<file path="config.mk">
export PLATFORM = sky130hd
export DESIGN_NAME = cgmii_gen_top
export DESIGN_NICKNAME = d
export VERILOG_FILES = /design/src/logic/cgmii_gen_pkg.sv /design/src/logic/cgmii_block_builder.sv /design/src/logic/cgmii_gen_top.sv /design/src/logic/frame_sequencer.sv /design/src/logic/prbs_payload.sv /design/src/logic/tx_stats.sv
export SDC_FILE = /design/constraint.sdc
export NUM_CORES = 1
export LEC_CHECK = 0
export ABC_AREA = 1
export BUFFER_PORTS_ARGS = -buffer_cell sky130_fd_sc_hd__buf_2
export CAP_MARGIN = 20
export CORE_MARGIN = 4
export CORE_UTILIZATION = 57
export CTS_CLUSTER_SIZE = 24
export DETAILED_ROUTE_END_ITERATION = 8
export GPL_TIMING_DRIVEN = 0
export PLACE_DENSITY = 0.81
export SYNTH_ARGS = -nofsm -noshare
export SYNTH_HDL_FRONTEND = slang
export SYNTH_SLANG_ARGS = --single-unit
</file>
<file path="constraint.sdc">
create_clock -name i_clock -period 2.4 [get_ports i_clock]
set_input_delay 0.48 -clock i_clock [delete_from_list [all_inputs] [get_ports i_clock]]
set_output_delay 0.48 -clock i_clock [all_outputs]
set_load 0.01 [all_outputs]
</file>
<file path="src/logic/cgmii_gen_pkg.sv">
`default_nettype none

package cgmii_gen_pkg;

	localparam int LANES        = 8;
	localparam int PAYLOAD_NBIT = 8 * LANES;	// One byte per lane
	localparam int IDLE_NBIT    = 5;
	localparam int DATA_NBIT    = 8;
	localparam int DEBUG_NBIT   = 4;
	localparam int STAT_NBIT    = 16;

	// One-hot sequencer states
	localparam logic [4:0] ST_INIT = 5'b00001;
	localparam logic [4:0] ST_TX_C = 5'b00010;
	localparam logic [4:0] ST_TX_D = 5'b00100;
	localparam logic [4:0] ST_TX_T = 5'b01000;
	localparam logic [4:0] ST_TX_E = 5'b10000;

	localparam logic [DEBUG_NBIT-1:0] DBG_NONE  = 4'b0000;
	localparam logic [DEBUG_NBIT-1:0] DBG_ERROR = 4'b0001;	// Force error state
	localparam logic [DEBUG_NBIT-1:0] DBG_CTRL  = 4'b0010;	// Force control state
	localparam logic [DEBUG_NBIT-1:0] DBG_DATA  = 4'b0100;	// Force data state
	localparam logic [DEBUG_NBIT-1:0] DBG_DCNT1 = 4'b1000;	// Data counter to one
	localparam logic [DEBUG_NBIT-1:0] DBG_TERM  = 4'b1111;	// Force terminate

	// CGMII characters
	localparam logic [7:0] CH_IDLE     = 8'h07;
	localparam logic [7:0] CH_START    = 8'hFB;
	localparam logic [7:0] CH_TERM     = 8'hFD;
	localparam logic [7:0] CH_ERROR    = 8'hFE;
	localparam logic [7:0] CH_PREAMBLE = 8'h55;
	localparam logic [7:0] CH_SFD      = 8'hD5;

	localparam logic [6:0] PRBS_SEED = 7'h7F;

	typedef struct packed {
		logic [IDLE_NBIT-1:0] n_idle;
		logic [DATA_NBIT-1:0] n_data;
	} frame_cfg_t;

	typedef struct packed {
		logic [4:0] state;
		logic       first_data;	// First TX_D cycle after TX_C
		logic       step;		// Enable seen this cycle
	} seq_status_t;

	typedef struct packed {
		logic [PAYLOAD_NBIT-1:0] data;	// Lane 0 in the low byte
		logic [LANES-1:0]        ctrl;	// Bit i flags lane i
	} cgmii_word_t;

	typedef struct packed {
		logic [STAT_NBIT-1:0] frames;
		logic [STAT_NBIT-1:0] errors;
	} stats_t;

endpackage

`default_nettype wire

</file>
<file path="src/logic/cgmii_block_builder.sv">
`timescale 1ns/1ps
`default_nettype none

module cgmii_block_builder (
	input  wire logic                                  i_clock,
	input  wire logic                                  i_reset,
	input  wire cgmii_gen_pkg::seq_status_t            i_status,
	input  wire logic [cgmii_gen_pkg::PAYLOAD_NBIT-1:0] i_payload,
	output cgmii_gen_pkg::cgmii_word_t                 o_block
);

	cgmii_gen_pkg::cgmii_word_t block_next;
	cgmii_gen_pkg::cgmii_word_t block_q;
	cgmii_gen_pkg::cgmii_word_t idle_word;

	// Reset value and the INIT/TX_C pattern
	always_comb begin
		for (int i = 0; i < cgmii_gen_pkg::LANES; i++) begin
			idle_word.data[8*i +: 8] = cgmii_gen_pkg::CH_IDLE;
		end
		idle_word.ctrl = '1;
	end

	always_comb begin
		block_next = idle_word;
		case (i_status.state)
			cgmii_gen_pkg::ST_INIT, cgmii_gen_pkg::ST_TX_C: begin
				block_next = idle_word;
			end
			cgmii_gen_pkg::ST_TX_D: begin
				if (i_status.first_data) begin
					block_next.data[7:0] = cgmii_gen_pkg::CH_START;
					for (int i = 1; i < cgmii_gen_pkg::LANES - 1; i++) begin
						block_next.data[8*i +: 8] = cgmii_gen_pkg::CH_PREAMBLE;
					end
					block_next.data[8*(cgmii_gen_pkg::LANES-1) +: 8] = cgmii_gen_pkg::CH_SFD;
					block_next.ctrl = cgmii_gen_pkg::LANES'(1);	// Only the start lane
				end else begin
					block_next.data = i_payload;
					block_next.ctrl = '0;
				end
			end
			cgmii_gen_pkg::ST_TX_T: begin
				block_next.data[7:0] = cgmii_gen_pkg::CH_TERM;	// Rest stay idle
			end
			default: begin
				// TX_E and any broken state
				for (int i = 0; i < cgmii_gen_pkg::LANES; i++) begin
					block_next.data[8*i +: 8] = cgmii_gen_pkg::CH_ERROR;
				end
				block_next.ctrl = '1;
			end
		endcase
	end

	always_ff @(posedge i_clock) begin
		if (i_reset) begin
			block_q <= idle_word;
		end else if (i_status.step) begin
			block_q <= block_next;
		end
	end

	assign o_block = block_q;

endmodule

`default_nettype wire

</file>
<file path="src/logic/cgmii_gen_top.sv">
`timescale 1ns/1ps
`default_nettype none

module cgmii_gen_top (
	input  wire logic                                i_clock,
	input  wire logic                                i_reset,
	input  wire logic                                i_enable,
	input  wire logic [cgmii_gen_pkg::DEBUG_NBIT-1:0] i_debug,
	input  wire cgmii_gen_pkg::frame_cfg_t           i_cfg,
	output cgmii_gen_pkg::cgmii_word_t              o_block,
	output logic                                     o_start_flag,
	output cgmii_gen_pkg::stats_t                   o_stats
);

	cgmii_gen_pkg::seq_status_t              status;
	logic [cgmii_gen_pkg::PAYLOAD_NBIT-1:0] payload;

	frame_sequencer u_sequencer (
		.i_clock      (i_clock),
		.i_reset      (i_reset),
		.i_enable     (i_enable),
		.i_debug      (i_debug),
		.i_cfg        (i_cfg),
		.o_status     (status),
		.o_start_flag (o_start_flag)
	);

	prbs_payload u_prbs (
		.i_clock   (i_clock),
		.i_reset   (i_reset),
		.i_status  (status),
		.o_payload (payload)
	);

	cgmii_block_builder u_builder (
		.i_clock   (i_clock),
		.i_reset   (i_reset),
		.i_status  (status),
		.i_payload (payload),
		.o_block   (o_block)
	);

	// Watches the registered word leaving the builder
	tx_stats u_stats (
		.i_clock  (i_clock),
		.i_reset  (i_reset),
		.i_enable (i_enable),
		.i_block  (o_block),
		.o_stats  (o_stats)
	);

endmodule

`default_nettype wire

</file>
<file path="src/logic/frame_sequencer.sv">
`timescale 1ns/1ps
`default_nettype none

module frame_sequencer (
	input  wire logic                                i_clock,
	input  wire logic                                i_reset,
	input  wire logic                                i_enable,
	input  wire logic [cgmii_gen_pkg::DEBUG_NBIT-1:0] i_debug,
	input  wire cgmii_gen_pkg::frame_cfg_t           i_cfg,
	output cgmii_gen_pkg::seq_status_t              o_status,
	output logic                                     o_start_flag
);

	logic [4:0]                          state_q;
	logic [4:0]                          state_next;
	logic [cgmii_gen_pkg::IDLE_NBIT-1:0] idle_cnt_q;
	logic [cgmii_gen_pkg::IDLE_NBIT-1:0] idle_cnt_next;
	logic [cgmii_gen_pkg::DATA_NBIT-1:0] data_cnt_q;
	logic [cgmii_gen_pkg::DATA_NBIT-1:0] data_cnt_next;
	logic                                first_data_q;
	logic                                first_data_next;
	logic                                first_load_q;	// Waiting for first enable
	logic                                reload;
	cgmii_gen_pkg::frame_cfg_t           cfg_q;

	always_comb begin
		state_next      = state_q;
		idle_cnt_next   = idle_cnt_q;
		data_cnt_next   = data_cnt_q;
		first_data_next = 1'b0;
		reload          = 1'b0;

		case (i_debug)
			cgmii_gen_pkg::DBG_NONE: begin
				case (state_q)
					cgmii_gen_pkg::ST_INIT: begin
						state_next = cgmii_gen_pkg::ST_TX_C;
					end
					cgmii_gen_pkg::ST_TX_C: begin
						if (idle_cnt_q < cfg_q.n_idle) begin
							idle_cnt_next = idle_cnt_q + 1'b1;
						end else begin
							idle_cnt_next   = '0;
							state_next      = cgmii_gen_pkg::ST_TX_D;
							first_data_next = 1'b1;	// Start of frame
						end
					end
					cgmii_gen_pkg::ST_TX_D: begin
						if (data_cnt_q < cfg_q.n_data) begin
							data_cnt_next = data_cnt_q + 1'b1;
						end else begin
							data_cnt_next = '0;
							state_next    = cgmii_gen_pkg::ST_TX_T;
						end
					end
					cgmii_gen_pkg::ST_TX_T: begin
						reload     = 1'b1;	// New lengths for next frame
						state_next = cgmii_gen_pkg::ST_INIT;
					end
					cgmii_gen_pkg::ST_TX_E: begin
						state_next = cgmii_gen_pkg::ST_TX_C;
					end
					default: begin
						state_next = cgmii_gen_pkg::ST_TX_E;
					end
				endcase
			end
			cgmii_gen_pkg::DBG_ERROR: begin
				state_next    = cgmii_gen_pkg::ST_TX_E;
				idle_cnt_next = '0;
				data_cnt_next = '0;
			end
			cgmii_gen_pkg::DBG_CTRL: begin
				state_next = cgmii_gen_pkg::ST_TX_C;
			end
			cgmii_gen_pkg::DBG_DATA: begin
				state_next = cgmii_gen_pkg::ST_TX_D;	// No start block
			end
			cgmii_gen_pkg::DBG_DCNT1: begin
				data_cnt_next = cgmii_gen_pkg::DATA_NBIT'(1);
			end
			cgmii_gen_pkg::DBG_TERM: begin
				state_next = cgmii_gen_pkg::ST_TX_T;
			end
			default: begin
			end
		endcase
	end

	always_ff @(posedge i_clock) begin
		if (i_reset) begin
			state_q      <= cgmii_gen_pkg::ST_INIT;
			idle_cnt_q   <= '0;
			data_cnt_q   <= '0;
			first_data_q <= 1'b0;
			first_load_q <= 1'b1;
		end else if (i_enable) begin
			if (first_load_q) begin
				state_q      <= cgmii_gen_pkg::ST_INIT;
				first_data_q <= 1'b0;
				first_load_q <= 1'b0;
			end else begin
				state_q      <= state_next;
				idle_cnt_q   <= idle_cnt_next;
				data_cnt_q   <= data_cnt_next;
				first_data_q <= first_data_next;
			end
		end
	end

	// Frame lengths latched at start and after each terminate
	always_ff @(posedge i_clock) begin
		if (i_enable && (first_load_q || reload)) begin
			cfg_q <= i_cfg;
		end
	end

	assign o_status.state      = state_q;
	assign o_status.first_data = first_data_q;
	assign o_status.step       = i_enable;
	assign o_start_flag        = first_data_q;	// Same register as the TX_C to TX_D move

endmodule

`default_nettype wire

</file>
<file path="src/logic/prbs_payload.sv">
`timescale 1ns/1ps
`default_nettype none

module prbs_payload (
	input  wire logic                                  i_clock,
	input  wire logic                                  i_reset,
	input  wire cgmii_gen_pkg::seq_status_t            i_status,
	output logic [cgmii_gen_pkg::PAYLOAD_NBIT-1:0]     o_payload
);

	logic [6:0]                              prbs_q;
	logic [6:0]                              prbs_next;
	logic [6:0]                              lfsr;
	logic                                    feedback;
	logic [cgmii_gen_pkg::PAYLOAD_NBIT-1:0] bits;
	logic                                    advance;

	// x^7 + x^6 + 1, unrolled over one full word
	always_comb begin
		lfsr = prbs_q;
		bits = '0;
		feedback = 1'b0;
		for (int i = 0; i < cgmii_gen_pkg::PAYLOAD_NBIT; i++) begin
			feedback = lfsr[6] ^ lfsr[5];
			bits[i]  = feedback;	// First bit lands in lane 0 bit 0
			lfsr     = {lfsr[5:0], feedback};
		end
		prbs_next = lfsr;
	end

	// Only real payload blocks consume sequence bits
	assign advance = i_status.step
		&& (i_status.state == cgmii_gen_pkg::ST_TX_D)
		&& !i_status.first_data;

	always_ff @(posedge i_clock) begin
		if (i_reset) begin
			prbs_q <= cgmii_gen_pkg::PRBS_SEED;
		end else if (advance) begin
			prbs_q <= prbs_next;
		end
	end

	assign o_payload = bits;

endmodule

`default_nettype wire

</file>
<file path="src/logic/tx_stats.sv">
`timescale 1ns/1ps
`default_nettype none

module tx_stats (
	input  wire logic                       i_clock,
	input  wire logic                       i_reset,
	input  wire logic                       i_enable,
	input  wire cgmii_gen_pkg::cgmii_word_t i_block,
	output cgmii_gen_pkg::stats_t           o_stats
);

	logic                  updated_q;	// Block register loaded last cycle
	logic                  is_term;
	logic                  is_error;
	cgmii_gen_pkg::stats_t stats_q;

	assign is_term  = i_block.ctrl[0] && (i_block.data[7:0] == cgmii_gen_pkg::CH_TERM);
	assign is_error = i_block.ctrl[0] && (i_block.data[7:0] == cgmii_gen_pkg::CH_ERROR);

	always_ff @(posedge i_clock) begin
		if (i_reset) begin
			updated_q <= 1'b0;
		end else begin
			updated_q <= i_enable;
		end
	end

	// Counters wrap on overflow
	always_ff @(posedge i_clock) begin
		if (i_reset) begin
			stats_q <= '0;
		end else if (updated_q) begin
			if (is_term) begin
				stats_q.frames <= stats_q.frames + 1'b1;
			end
			if (is_error) begin
				stats_q.errors <= stats_q.errors + 1'b1;
			end
		end
	end

	assign o_stats = stats_q;

endmodule

`default_nettype wire

</file>
# == After elaboration in Yosys (flattened, before gate mapping) ==
# Cells that the tools add are included.
# classes
magnitude_cmp,2
n_mux,21
n_addsub,4
n_eq_ne,16
bitwise_logic,65
reduce_logical,19
# ops
cell,count
$pmux W56 S2,1
$mux W72,1
$xor A1 B1 Y1,64
$pmux W8 S3,2
$add A16 B1 Y16 const B,2
$mux W5,5
$pmux W5 S5,1
$mux W8,3
$pmux W5 S4,1
$eq A8 B8 Y1 const B,2
$reduce_and A4 Y1,3
$pmux W5 S2,1
$add A8 B1 Y8 const B,1
$eq A4 B4 Y1 const B,2
$lt A8 B8 Y1,1
$ne A4 B4 Y1 const B,2
$mux W1,6
$reduce_bool A6 Y1,1
$add A5 B1 Y5 const B,1
$eq A5 B1 Y1 const B,1
$eq A5 B2 Y1 const B,1
$eq A5 B3 Y1 const B,1
$eq A5 B4 Y1 const B,1
$eq A5 B5 Y1 const B,1
15 further kinds,22
# word_totals
input_bits,20
elab_cells,140
out_inout_bits,105
ff_bits,145

# == Longest topological paths before layout ==
# Gate-level depths: netlist (run 1).
# depth
depth_word,13
ltp_mapped,19
ltp_nobuf,18

# == Modules after synthesis ==
# From an unflattened synthesis (run 1), not the netlist that was laid out.
# unflattened
hier_cells,1266
area_unflattened_um2,8548.2
# by_module_without_submodules
module,n_inst,seq_area_each_um2,area_each_um2,cells_per_inst
cgmii_block_builder,1,1321.3,3124.2,463
tx_stats,1,660.6,1915.6,307
frame_sequencer,1,790.8,1901.8,248
prbs_payload,1,140.1,1606.5,248

# == Worst setup path before layout (run 1) ==
# OpenSTA, ideal clock, no wires.
# synth_timing
path_type,register to register
from,reg u_sequencer.state_q[3]
to,reg u_sequencer.cfg_q[0] (netlist bit) (enable)
path_stages_with_launch,5
setup_slack_ps,319
t_arrival_ps,1692
n_path_buf,0
cell_sequence,dfxtp_1 inv_1 nor4_1 nand2_1 a21oi_1
# synth_between
elab_chain_cells,5
# synth_lines
item,line_no,source
"start, declared",frame_sequencer.sv:14,logic [4:0] state_q;
"start signal, assigned",frame_sequencer.sv:92,state_q <= cgmii_gen_pkg::ST_INIT;
"start signal, assigned",frame_sequencer.sv:99,state_q <= cgmii_gen_pkg::ST_INIT;
"start signal, assigned",frame_sequencer.sv:103,state_q <= state_next;
$eq A5 B4 Y1,frame_sequencer.sv:35,case (state_q)
$mux W1,frame_sequencer.sv:35,
$mux W1,frame_sequencer.sv:33,case (i_debug)
$logic_or A1 B1 Y1,frame_sequencer.sv:113,if (i_enable && (first_load_q || reload)) begin
$logic_and A1 B1 Y1,frame_sequencer.sv:113,
"end signal, assigned",frame_sequencer.sv:114,cfg_q <= i_cfg;
"end, declared",frame_sequencer.sv:24,cgmii_gen_pkg::frame_cfg_t cfg_q;
# Every way passes these cells.
# A chain may end at the register's enable or synchronous reset.

# == Worst setup path after layout (run 1) ==
# layout_timing
from,reg u_prbs.prbs_q[2]
to,reg u_prbs.prbs_q[3]
# layout_between
elab_chain_cells,10
word_cells_on_any_way,33
classes_between,bitwise (33)
# layout_lines
item,line_no,source
"start, declared",prbs_payload.sv:11,logic [6:0] prbs_q;
"start signal, assigned",prbs_payload.sv:38,prbs_q <= cgmii_gen_pkg::PRBS_SEED;
"start signal, assigned",prbs_payload.sv:40,prbs_q <= prbs_next;
$xor A1 B1 Y1 (9 in series),prbs_payload.sv:24,feedback = lfsr[6] ^ lfsr[5];
$xor A1 B1 Y1 (*),prbs_payload.sv:24,
# Every way passes the cells marked *; elsewhere a longest branch is shown, timed or not.

==> impl_results.md, run 1 <==
- Run status: finished clean
- Synth Flop Type: dfxtp_1
- Clk slew on worst S/H paths: 0.06 ns
- Total GRT Usage: 28.8%
- Syn_nets: ~1.0k
- Seq/Total Area, Yosys: about two fifths
- Cell with the most instances after synthesis: nand2_1
- FILL cells: 963
- WL final: 21400 um
- Startpoint types: register
- Site Rows: 40
- Grt ovf: 0
- CP Data Required Time: 2.71 ns
- Maximum VDD drop: 0.561 mV
- Commonest cells post-synth: nand2_1, dfxtp_1, a21oi_1, inv_1, o21ai_0
- Async S/R FF share, synth: 0%
- Area contributors post-synth: dfxtp_1, nand2_1, a21oi_1, edfxtp_1, inv_1
- Layout cells sized above 1: 25.8%
- Core area: 12300 um^2
- Max Fclk: between 400 and 500 MHz
- Clock share of power: 39.4%
- Routed len/inst: roughly 16 um
- Worst skew pair latency: between 0.4 and 0.5 ns
- Fin crit period: 2.30 ns
- Synth unique cells: 50
- Via count: 7380
- Routability Congestion: between 0.9 and 1
- Syn Inst Count: 967
- CTS tree: yes
- Psw: 1.75 mW
- Antenna violations before repair: 0
- RSZ-0062 raised after global routing: true
- Pin count of the biggest net entering global routing: 17
- Slew Viols, Final: 0
- Die Area: ~15000 um^2
- Count of nets after finishing: 1173
- Diodes inserted: 0
- Fin crit share: 95.8%
- Max Clock Skew: 0.00801 ns
- Die Span Y: 121 um
- Critical path capture point type: register
- Design Area, Final: between 8000 and 9000 um^2
- Cell Pwr Density: ~650 nW/um^2
- Critical Setup Path Class: reg2reg
- Placed cell areas: around 8100 um^2
- Rel. slew slack: 41.3%
- HP Class: in2reg
- Vias/cell: 5.60
- Pleak: 4.04 nW
- CTS Sinks: 139
- TritonRoute pass-1 iters: 6
- Crit path DAT: 2.61 ns
- Max cap viols: 0
- Final Hold Slack: 0.219 ns
- Sequential power share: 43.3%
- Htree depth: 4
- Warnings, synthesis: 0
- Initial core utilization: 59.2%
- Syn_area_per_cell: 7.51 um^2
- Die width: 121 um
- Hpwl dp: ~16000 um
- Worst Max-Slew Pin Slew: 0.873 ns
- Post-synth design cell area: between 7000 and 8000 um^2
- Yosys top cell area share: 34.8%
- IO Port Bufs: 123
- Total CTS buffers: 17
- Remaining antenna violation count: 0
- Post-synth EDFFs: 13
- CP Max Fanout: 7
- Post-synthesis cell type with the largest combined area: dfxtp_1
- Vias in the first global route: 6815
- Bufs on Longest Clock Path: 2
- Internal power: 4.13 mW
- Clock root cell: clkbuf_16
- Area growth syn-to-layout: 24.0%
- Final setup viols: 0
- 1st-iter DRT viols: 790
- Sw frac: 29.7%
- Hold Violations, Final: 0
- Yosys reg bits: roughly 140
- Gate power share: around 17%
- # IOs: between 100 and 150
- First-pass GRT wire length: 33100 um
- DRC: 0
final timing paths:
check / startpoint / endpoint / slack, ns / cells past startpoint
worst max-delay path: u_prbs.prbs_q[2] / u_prbs.prbs_q[3] / 0.1 / 18
worst min-delay path: i_cfg[0] / u_sequencer.cfg_q[0] / 0.22 / 1
worst max register to register: u_prbs.prbs_q[2] / u_prbs.prbs_q[3] / 0.1 / 18
worst min register to register: u_builder.o_block[22] / u_builder.o_block[22] / 0.46 / 2
per-stage QoR:
stage               setup TNS [ns]  utilization (%)  cells  power [mW]  setup WS, ns
finish                           0             73.4   1319        5.87        0.0998
global route                -0.185             73.4   1319        6.10       -0.0858
CTS                              0             70.3   1291        5.79       0.00267
detailed placement          -0.231             66.0   1259        3.52        -0.109
global placement             -3.84             65.9   1258        3.50        -0.268
floorplan                        0                -    967        3.20         0.319
per-layer routing:
metal	vias to the layer above	part of all wire (%)	GRT usage [%]
li1	3548	-	-
met1	3358	40	34.9
met2	390	48	49.2
met3	84	8.5	5.94
met4	0	4.1	12.6
met5	-	0	0
worst max-delay path, cell delays in order, from the launching register on:
cell	delay (ns)
dfxtp_1	0.33
buf_6	0.15
inv_6	0.05
nand2_1	0.10
nand2_4	0.11
nand2_2	0.09
nand2_4	0.09
inv_4	0.09
nand2_1	0.07
nand2_2	0.10
nand3_4	0.12
nand2_4	0.13
nand2_4	0.07
nand3_1	0.09
nand2_2	0.12
nand2_2	0.10
nand2_1	0.07
a21oi_2	0.20
o21ai_1	0.09
power groups by stage:
stage               logic, mW  registers (mW)  clock network, mW
floorplan               0.574            2.63                  0
global placement        0.908            2.59                  0
detailed placement      0.925            2.59                  0
CTS                     0.937            2.54               2.31
global route             1.11            2.56               2.43
finish                   1.02            2.54               2.31
cells by family (layout without fill, tap and decap cells):
logic type / after synthesis / in the layout / synth area share (%)
simple gates: 401 / 401 / 25.9
compound gates: 225 / 225 / 16.7
buf+inv: 151 / 335 / 8.48
flops: 139 / 139 / 40.1
xor+xnor: 36 / 36 / 6.19
fa+ha+maj: 15 / 15 / 2.59
cell type report:
class | instances | area (um^2) | share of cell area (%)
Multi-Input combinational cell | 677 | 3870 | 43.0
Sequential cell | 139 | 2920 | 32.4
Timing Repair Buffer | 152 | 850 | 9.44
Inverter | 113 | 439 | 4.88
Clock buffer | 19 | 433 | 4.81
Tap cell | 168 | 210 | 2.34
Buffer | 38 | 198 | 2.20
Clock inverter | 13 | 78.8 | 0.876
registers in the layout (all words and copies together), names as in the netlist:
name	cells
u_builder.o_block	66
u_prbs.prbs_q	7
u_sequencer.cfg_q	13
u_sequencer.data_cnt_q	8
u_sequencer.first_load_q	1
u_sequencer.idle_cnt_q	5
u_sequencer.o_start_flag	1
u_sequencer.state_q	5
u_stats.o_stats	32
u_stats.updated_q	1
cells in the final DEF, fill, tap and decap left out, types with 4 or more instances in the layout:
master,instances
buf_2,124
buf_4,37
buf_1,4
nor2_2,4
inv_4,4
a31oi_1,7
clkbuf_16,17
ha_1,15
nand2_2,34
inv_1,98
a22oi_1,6
edfxtp_1,13
nand4_1,13
nand2_1,206
a21oi_1,115
o21ai_0,72
clkinv_1,5
nor3_1,18
nor2_1,47
nand3_2,6
nand3_1,36
nand2_4,19
clkbuf_1,22
dfxtp_1,122
a211oi_1,5
inv_2,9
xor2_1,22
timing repair:
action | in CTS | in global routing
endpoints found under the setup margin | 5 | 65
gates cloned | 0 | 0
gates resized for setup | 8 | 47
pin swaps | 1 | 14
endpoints found under the hold margin | 0 | 0
hold buffers | 0 | 0
setup buffers | 0 | 28
No activity file was read; power rests on OpenSTA's default activity.
==> run 2, diff against run 1 <==
--- a/config.mk
+++ b/config.mk
@@ -8,6 +8,7 @@
 export ABC_AREA = 1
 export BUFFER_PORTS_ARGS = -buffer_cell sky130_fd_sc_hd__buf_2
 export CAP_MARGIN = 20
+export CORE_ASPECT_RATIO = 1.75
 export CORE_MARGIN = 4
 export CORE_UTILIZATION = 57
 export CTS_CLUSTER_SIZE = 24
==> impl_results.md, run 2 (same netlist as run 1, synthesis figures left out) <==
- Clock share of power: 41.0% (+1.6 points)
- Post-CTS Hold Fix Bufs: 0 (unchanged)
- Total CTS buffers: 17 (unchanged)
- 1st-iter DRT viols: 405 (-49%)
- DRC: 0 (unchanged)
- WL final: 22100 um (+3.4%)
- Buf/Inv on CP: 4 (+1)
- Register area: 2930 um^2 (+0.17%)
- Fin crit share: 99.7% (+3.8 points)
- Clock root cell: clkbuf_16
- Crit path DAT: 2.68 ns (+0.07 ns)
- Initial core utilization: 58.1% (-1.1 points)
- Max Fclk: 418 MHz (-3.8%)
- Crit-path leading delay family: simple AND/OR/NAND/NOR gates
- Area growth syn-to-layout: 25.8%
- CTS Sinks: 139 (unchanged)
- M1 GR Usage: 30.8% (-4.0 points)
- Run status: finished clean
- Layout cells sized above 1: 26.8% (+1.0 points)
- Clk slew on worst S/H paths: 0.06 ns (about the same)
- Max Clock Skew: 0.00894 ns (+0.000924 ns)
- IO Port Bufs: 123 (unchanged)
- Hold Violations, Final: 0 (unchanged)
- Fin crit period: 2.39 ns (+0.0915 ns)
- Sequential power share: 41.8% (-1.5 points)
- RSZ-0062 raised after global routing: true
- Max FFs per register: 66 (unchanged)
- Psw: 1.89 mW (+8.4%)
- FILL cells: 1023 (+6.2%)
- Routability Congestion: 0.997 (+5.0%)
- Htree depth: 4 (unchanged)
- Total GRT Usage: 29.9% (+1.1 points)
- Worst skew pair latency: 0.43 ns (about the same)
- Pin count of the biggest net entering global routing: 17 (unchanged)
- Slew Viols, Final: 0 (unchanged)
- Met3 Usage GRT: 5.79% (-0.15 points)
- Antenna violations before repair: 0 (unchanged)
- Commonest non-fill, non-tap cell in the layout: nand2_1
- Routing usage on met2: 54.2% (+4.9 points)
- TritonRoute pass-1 iters: 7 (+1)
- Startpoint types: register
- Die width: 93.3 um (-23%)
- Area occupied by multi-input gates: 3970 um^2 (+2.6%)
- Final setup viols: 0 (unchanged)
- Hpwl dp: 16500 um (+6.2%)
- Max cap viols: 0 (unchanged)
- Crit-path cells: buf_6, inv_4, nand2_1, nand2_4, nand2_2, nand2_4, xnor3_2, nand2_1, nand2_2, nand2_1, nand2_1, inv_2, nor2_1, o21ai_2, buf_4, o211ai_1
- Cell Pwr Density: 665 nW/um^2 (+2.0%)
- Via count: 7289 (-1.2%)
- Count of nets after finishing: 1171 (-0.17%)
- Rel. slew slack: 43.5% (+2.2 points)
- Design Area, Final: 9130 um^2 (+1.5%)
- Die Area: 14700 um^2 (+0.48%)
- Die Span Y: 157 um (+30%)
- HP Class: in2reg
- Bufs on Longest Clock Path: 2 (unchanged)
- Critical Setup Path Class: reg2reg
- Vias/cell: 5.53 (-1.2%)
- CP Max Fanout: 7 (unchanged)
- Slowest Stage Delay on Critical Path: 0.31 ns (-0.02 ns)
- Remaining antenna violation count: 0 (unchanged)
- Most frequent cells in the layout: nand2_1, buf_2, dfxtp_1
- Worst Max-Slew Pin Slew: 0.841 ns (-0.0320 ns)
- Gr busiest metal: met2
- Crit-path most repeated cell: nand2_1
- Routed len/inst: 16.8 um (+3.5%)
- Grt ovf: 0 (unchanged)
- Maximum VDD drop: 0.545 mV (-2.8%)
- Core area: 12500 um^2 (+1.9%)
- Critical path capture point type: register
- Site Rows: 54 (+35%)
- CTS tree: yes
- # IOs: 125 (unchanged)
- CP Data Required Time: 2.69 ns (-0.02 ns)
- Vias in the first global route: 6953 (+2.0%)
- First-pass GRT wire length: 34000 um (+2.6%)
- Gate power share: 17.2% (about the same)
- Placed cell areas: 8100 um^2 (unchanged)
- Slowest CP cell: dfxtp_1
- Sw frac: 31.1% (+1.4 points)
- Util after Layout: 73.1% (-0.33 points)
- Internal power: 4.19 mW (+1.4%)
- Pleak: 4.09 nW (+1.2%)
==> run 2: changes by cell type in the layout (fill, tap and decap cells not counted), moves of 3 or more <==
cell | previous run | this run
inv_6 | 2 | 6
nand2_1 | 206 | 209
xor2_1 | 22 | 17
inv_2 | 9 | 12
clkinv_1 | 5 | 1
inv_1 | 98 | 95
buf_4 | 37 | 34
nand2_2 | 34 | 30
inv_8 | 0 | 3
xor2_4 | 2 | 6
==> run 2: area by class of cell <==
class / count / share of cell area (%)
Tap cell: 168 / 2.30
Antenna cell: 1 / 0.0274
Inverter: 113 / 4.82
Buffer: 38 / 2.25
Clock buffer: 17 / 4.66
Multi-Input combinational cell: 677 / 43.5
Clock inverter: 15 / 1.42
Timing Repair Buffer: 150 / 9.00
Sequential cell: 139 / 32.0
==> run 2: routing by layer <==
layer	share of wire [%]	vias up
met5	0	-
met2	52	315
met4	6.3	0
li1	-	3536
met1	35	3351
met3	6.4	87
==> run 2: worst paths after layout <==
| path | cells past startpoint | slack [ns] | end | startpoint |
|---|---|---|---|---|
| hold / removal | 1 | 0.22 | u_sequencer.cfg_q[3] | i_cfg[3] |
| hold reg to reg | 1 | 0.45 | u_stats.o_stats[31] | u_stats.o_stats[31] |
| setup / recovery | 16 | 0.008 | u_prbs.prbs_q[4] | u_prbs.prbs_q[2] |
| setup reg to reg | 16 | 0.008 | u_prbs.prbs_q[4] | u_prbs.prbs_q[2] |
==> run 2: worst register-to-register path: stages, from the launching register on <==
cell and delay (ns):
dfxtp_1 0.31, buf_6 0.14, inv_4 0.09, nand2_1 0.09, nand2_4 0.16, nand2_2 0.11, nand2_4 0.11, xnor3_2 0.30
nand2_1 0.12, nand2_2 0.11, nand2_1 0.10, nand2_1 0.12, inv_2 0.09, nor2_1 0.05, o21ai_2 0.12, buf_4 0.16
o211ai_1 0.08
==> run 2: repair_timing <==
action                     CTS  global route
buffers inserted             1            25
pin swaps                    1            19
setup endpoints to repair   20            43
gates resized for setup     10            64
==> run 2: stage by stage <==
stage / power (mW) / cells / worst slack, ns / hold slack [ns] / setup TNS, ns
after CTS: 6.00 / 1292 / 0.00154 / 0.220 / 0
after global routing: 6.30 / 1317 / -0.0654 / 0.212 / -0.517
final: 6.08 / 1318 / 0.00834 / 0.220 / 0
after floorplan: 3.20 / 967 / 0.319 / 0.472 / 0
after global placement: 3.52 / 1258 / -0.346 / 0.439 / -5.57
after detailed placement: 3.53 / 1259 / -0.144 / 0.442 / -1.11
==> run 2: power groups by stage <==
stage	Clock, mW	Sequential (mW)	Combinational, mW
finish	2.49	2.54	1.05
global route	2.61	2.55	1.14
CTS	2.50	2.54	0.957
detailed placement	0	2.59	0.942
global placement	0	2.59	0.929
floorplan	0	2.63	0.574
==> run 3, diff against run 2 <==
--- a/config.mk
+++ b/config.mk
@@ -15,6 +15,7 @@
 export DETAILED_ROUTE_END_ITERATION = 8
 export GPL_TIMING_DRIVEN = 0
 export PLACE_DENSITY = 0.81
+export RECOVER_POWER = 50
 export SYNTH_ARGS = -nofsm -noshare
 export SYNTH_HDL_FRONTEND = slang
 export SYNTH_SLANG_ARGS = --single-unit
==> impl_results.md, run 3 (same netlist as run 1, synthesis figures left out) <==
- Run status: finished clean
- Worst Max-Slew Pin Slew: 0.807 ns (-0.0347 ns)
- Routability Congestion: 0.997 (unchanged)
- Core area: 12500 um^2 (unchanged)
- Commonest non-fill, non-tap cell in the layout: nand2_1
- Buf/Inv on CP: 4 (unchanged)
- Reg-to-reg startpoint: u_prbs.prbs_q[2]
- Fin crit period: 2.37 ns (-0.0201 ns)
- Htree depth: 4 (unchanged)
- 1st-iter DRT viols: 439 (+8.4%)
- Maximum VDD drop: 0.543 mV (-0.48%)
- Rel. slew slack: 45.8% (+2.3 points)
- WL final: 22100 um (about the same)
- Max cap viols: 0 (unchanged)
- Post-CTS Hold Fix Bufs: 0 (unchanged)
- Clk slew on worst S/H paths: 0.06 ns (about the same)
- CP Max Fanout: 7 (unchanged)
- # IOs: 125 (unchanged)
- Non-filler instance count after layout: 1318 (unchanged)
- Grt ovf: 0 (unchanged)
- Site Rows: 54 (unchanged)
- Stages on worst setup path: 16 (unchanged)
- CTS Sinks: 139 (unchanged)
- Total CTS buffers: 17 (unchanged)
- Max FFs per register: 66 (unchanged)
- Hpwl dp: 16500 um (unchanged)
- Reg2reg end: u_prbs.prbs_q[4]
- Die Area: 14700 um^2 (unchanged)
- Total power: 6.06 mW (-0.36%)
- DRC: 0 (unchanged)
- Slew Viols, Final: 0 (unchanged)
- Critical path capture point type: register
- CTS tree: yes
- CP endpoint: u_prbs.prbs_q[4]
- Hold Violations, Final: 0 (unchanged)
- Startpoint types: register
- Slowest CP cell: dfxtp_1
- CP Data Required Time: 2.69 ns (about the same)
- Slowest Stage Delay on Critical Path: 0.31 ns (about the same)
- Crit-path leading delay family: simple AND/OR/NAND/NOR gates
- Total GRT Usage: 29.9% (unchanged)
- Clock root cell: clkbuf_16
- Area growth syn-to-layout: 24.2%
- Pleak: 3.76 nW (-8.0%)
- Reg2Reg Depth: 16 (unchanged)
- Die width: 93.3 um (unchanged)
- PnR worst setup slack: 0.0285 ns (+0.0201 ns)
- Register area: 2930 um^2 (unchanged)
- Critical Setup Path Class: reg2reg
- TritonRoute pass-1 iters: 5 (-2)
- Setup crit start: u_prbs.prbs_q[2]
- Bufs on Longest Clock Path: 2 (unchanged)
- Pin count of the biggest net entering global routing: 17 (unchanged)
- Vias in the first global route: 6953 (unchanged)
- Initial core utilization: 58.1% (unchanged)
- Final Hold Slack: 0.225 ns (+0.00411 ns)
- R2r setup slk: 0.03 ns (+0.02 ns)
- Vias/cell: 5.54 (+0.16%)
- Area occupied by multi-input gates: 3970 um^2 (unchanged)
- RSZ-0062 raised after global routing: true
- Setup WS pre-CTS: -0.144 ns (unchanged)
- Crit-path cells: buf_6, inv_4, nand2_1, nand2_4, nand2_2, nand2_4, xnor3_2, nand2_1, nand2_2, nand2_1, nand2_1, inv_2, nor2_1, o21ai_2, buf_4, o211ai_1
- Routed len/inst: 16.8 um (about the same)
- Crit-path most repeated cell: nand2_1
- Max Clock Skew: 0.00865 ns (-0.000289 ns)
- Worst skew pair latency: 0.43 ns (about the same)
- Fin crit share: 98.8% (-0.84 points)
- Count of nets after finishing: 1171 (unchanged)
- Crit path DAT: 2.66 ns (-0.02 ns)
- Layout cells sized above 1: 18.5% (-8.4 points)
- Setup TNS: 0 ns (unchanged)
- FILL cells: 1064 (+4.0%)
- Antenna violations before repair: 0 (unchanged)
- HP Class: in2reg
- First-pass GRT wire length: 34000 um (unchanged)
- Cell Pwr Density: 672 nW/um^2 (+0.95%)
- Remaining antenna violation count: 0 (unchanged)
- Die Span Y: 157 um (unchanged)
- Via count: 7301 (+0.16%)
- IO Port Bufs: 123 (unchanged)
- Max Fclk: 422 MHz (+0.85%)
- Most frequent cells in the layout: nand2_1, dfxtp_1, clkbuf_1, a21oi_1, inv_1
- Final setup viols: 0 (unchanged)
- Placed Instances: 1259 (unchanged)
-- run 3: worst min-delay path by stage --
stage                                endpoint  slack [ns]  cells past startpoint                       from
floorplan           u_sequencer.data_cnt_q[1]        0.47                      2  u_sequencer.data_cnt_q[1]
global placement          u_stats.o_stats[31]        0.44                      1        u_stats.o_stats[31]
global route             u_sequencer.cfg_q[3]        0.21                      1                   i_cfg[3]
detailed placement        u_stats.o_stats[31]        0.44                      1        u_stats.o_stats[31]
finish                   u_sequencer.cfg_q[6]        0.22                      1                   i_cfg[6]
CTS                      u_sequencer.cfg_q[3]        0.22                      1                   i_cfg[3]
-- run 3: layer usage --
layer,vias to the layer above,global-route usage [%],routed length [um]
li1,3547,-,-
met1,3369,30.8,7800
met2,290,54.2,11600
met3,95,5.79,1320
met4,0,19.3,1420
met5,-,0,0
-- run 3: cell type report --
| cell class | instances | share of cell area [%] |
|---|---|---|
| Sequential cell | 139 | 32.5 |
| Multi-Input combinational cell | 677 | 44.1 |
| Antenna cell | 1 | 0.0278 |
| Tap cell | 168 | 2.33 |
| Timing Repair Buffer | 150 | 7.80 |
| Clock buffer | 17 | 4.72 |
| Clock inverter | 15 | 1.44 |
| Buffer | 38 | 2.28 |
| Inverter | 113 | 4.89 |
-- run 3: what timing repair did --
item | CTS | global route
setup buffers | 1 | 25
pin swaps | 1 | 19
gates resized for setup | 10 | 64
endpoints found under the setup margin | 20 | 43
cloned | 0 | 0
-- run 3: power breakdown --
part / switching (mW) / internal (mW) / total (mW)
registers: 0.0770 / 2.46 / 2.54
logic: 0.685 / 0.337 / 1.02
clock network: 1.13 / 1.36 / 2.49
total: 1.90 / 4.16 / 6.06
-- run 3: stage by stage --
stage	area [um^2]	utilization [%]
2_1_floorplan	7260	-
5_1_grt	9010	72.1
4_1_cts	8690	69.5
3_3_place_gp	8080	64.7
3_5_place_dp	8100	64.8
6_report	9010	72.1
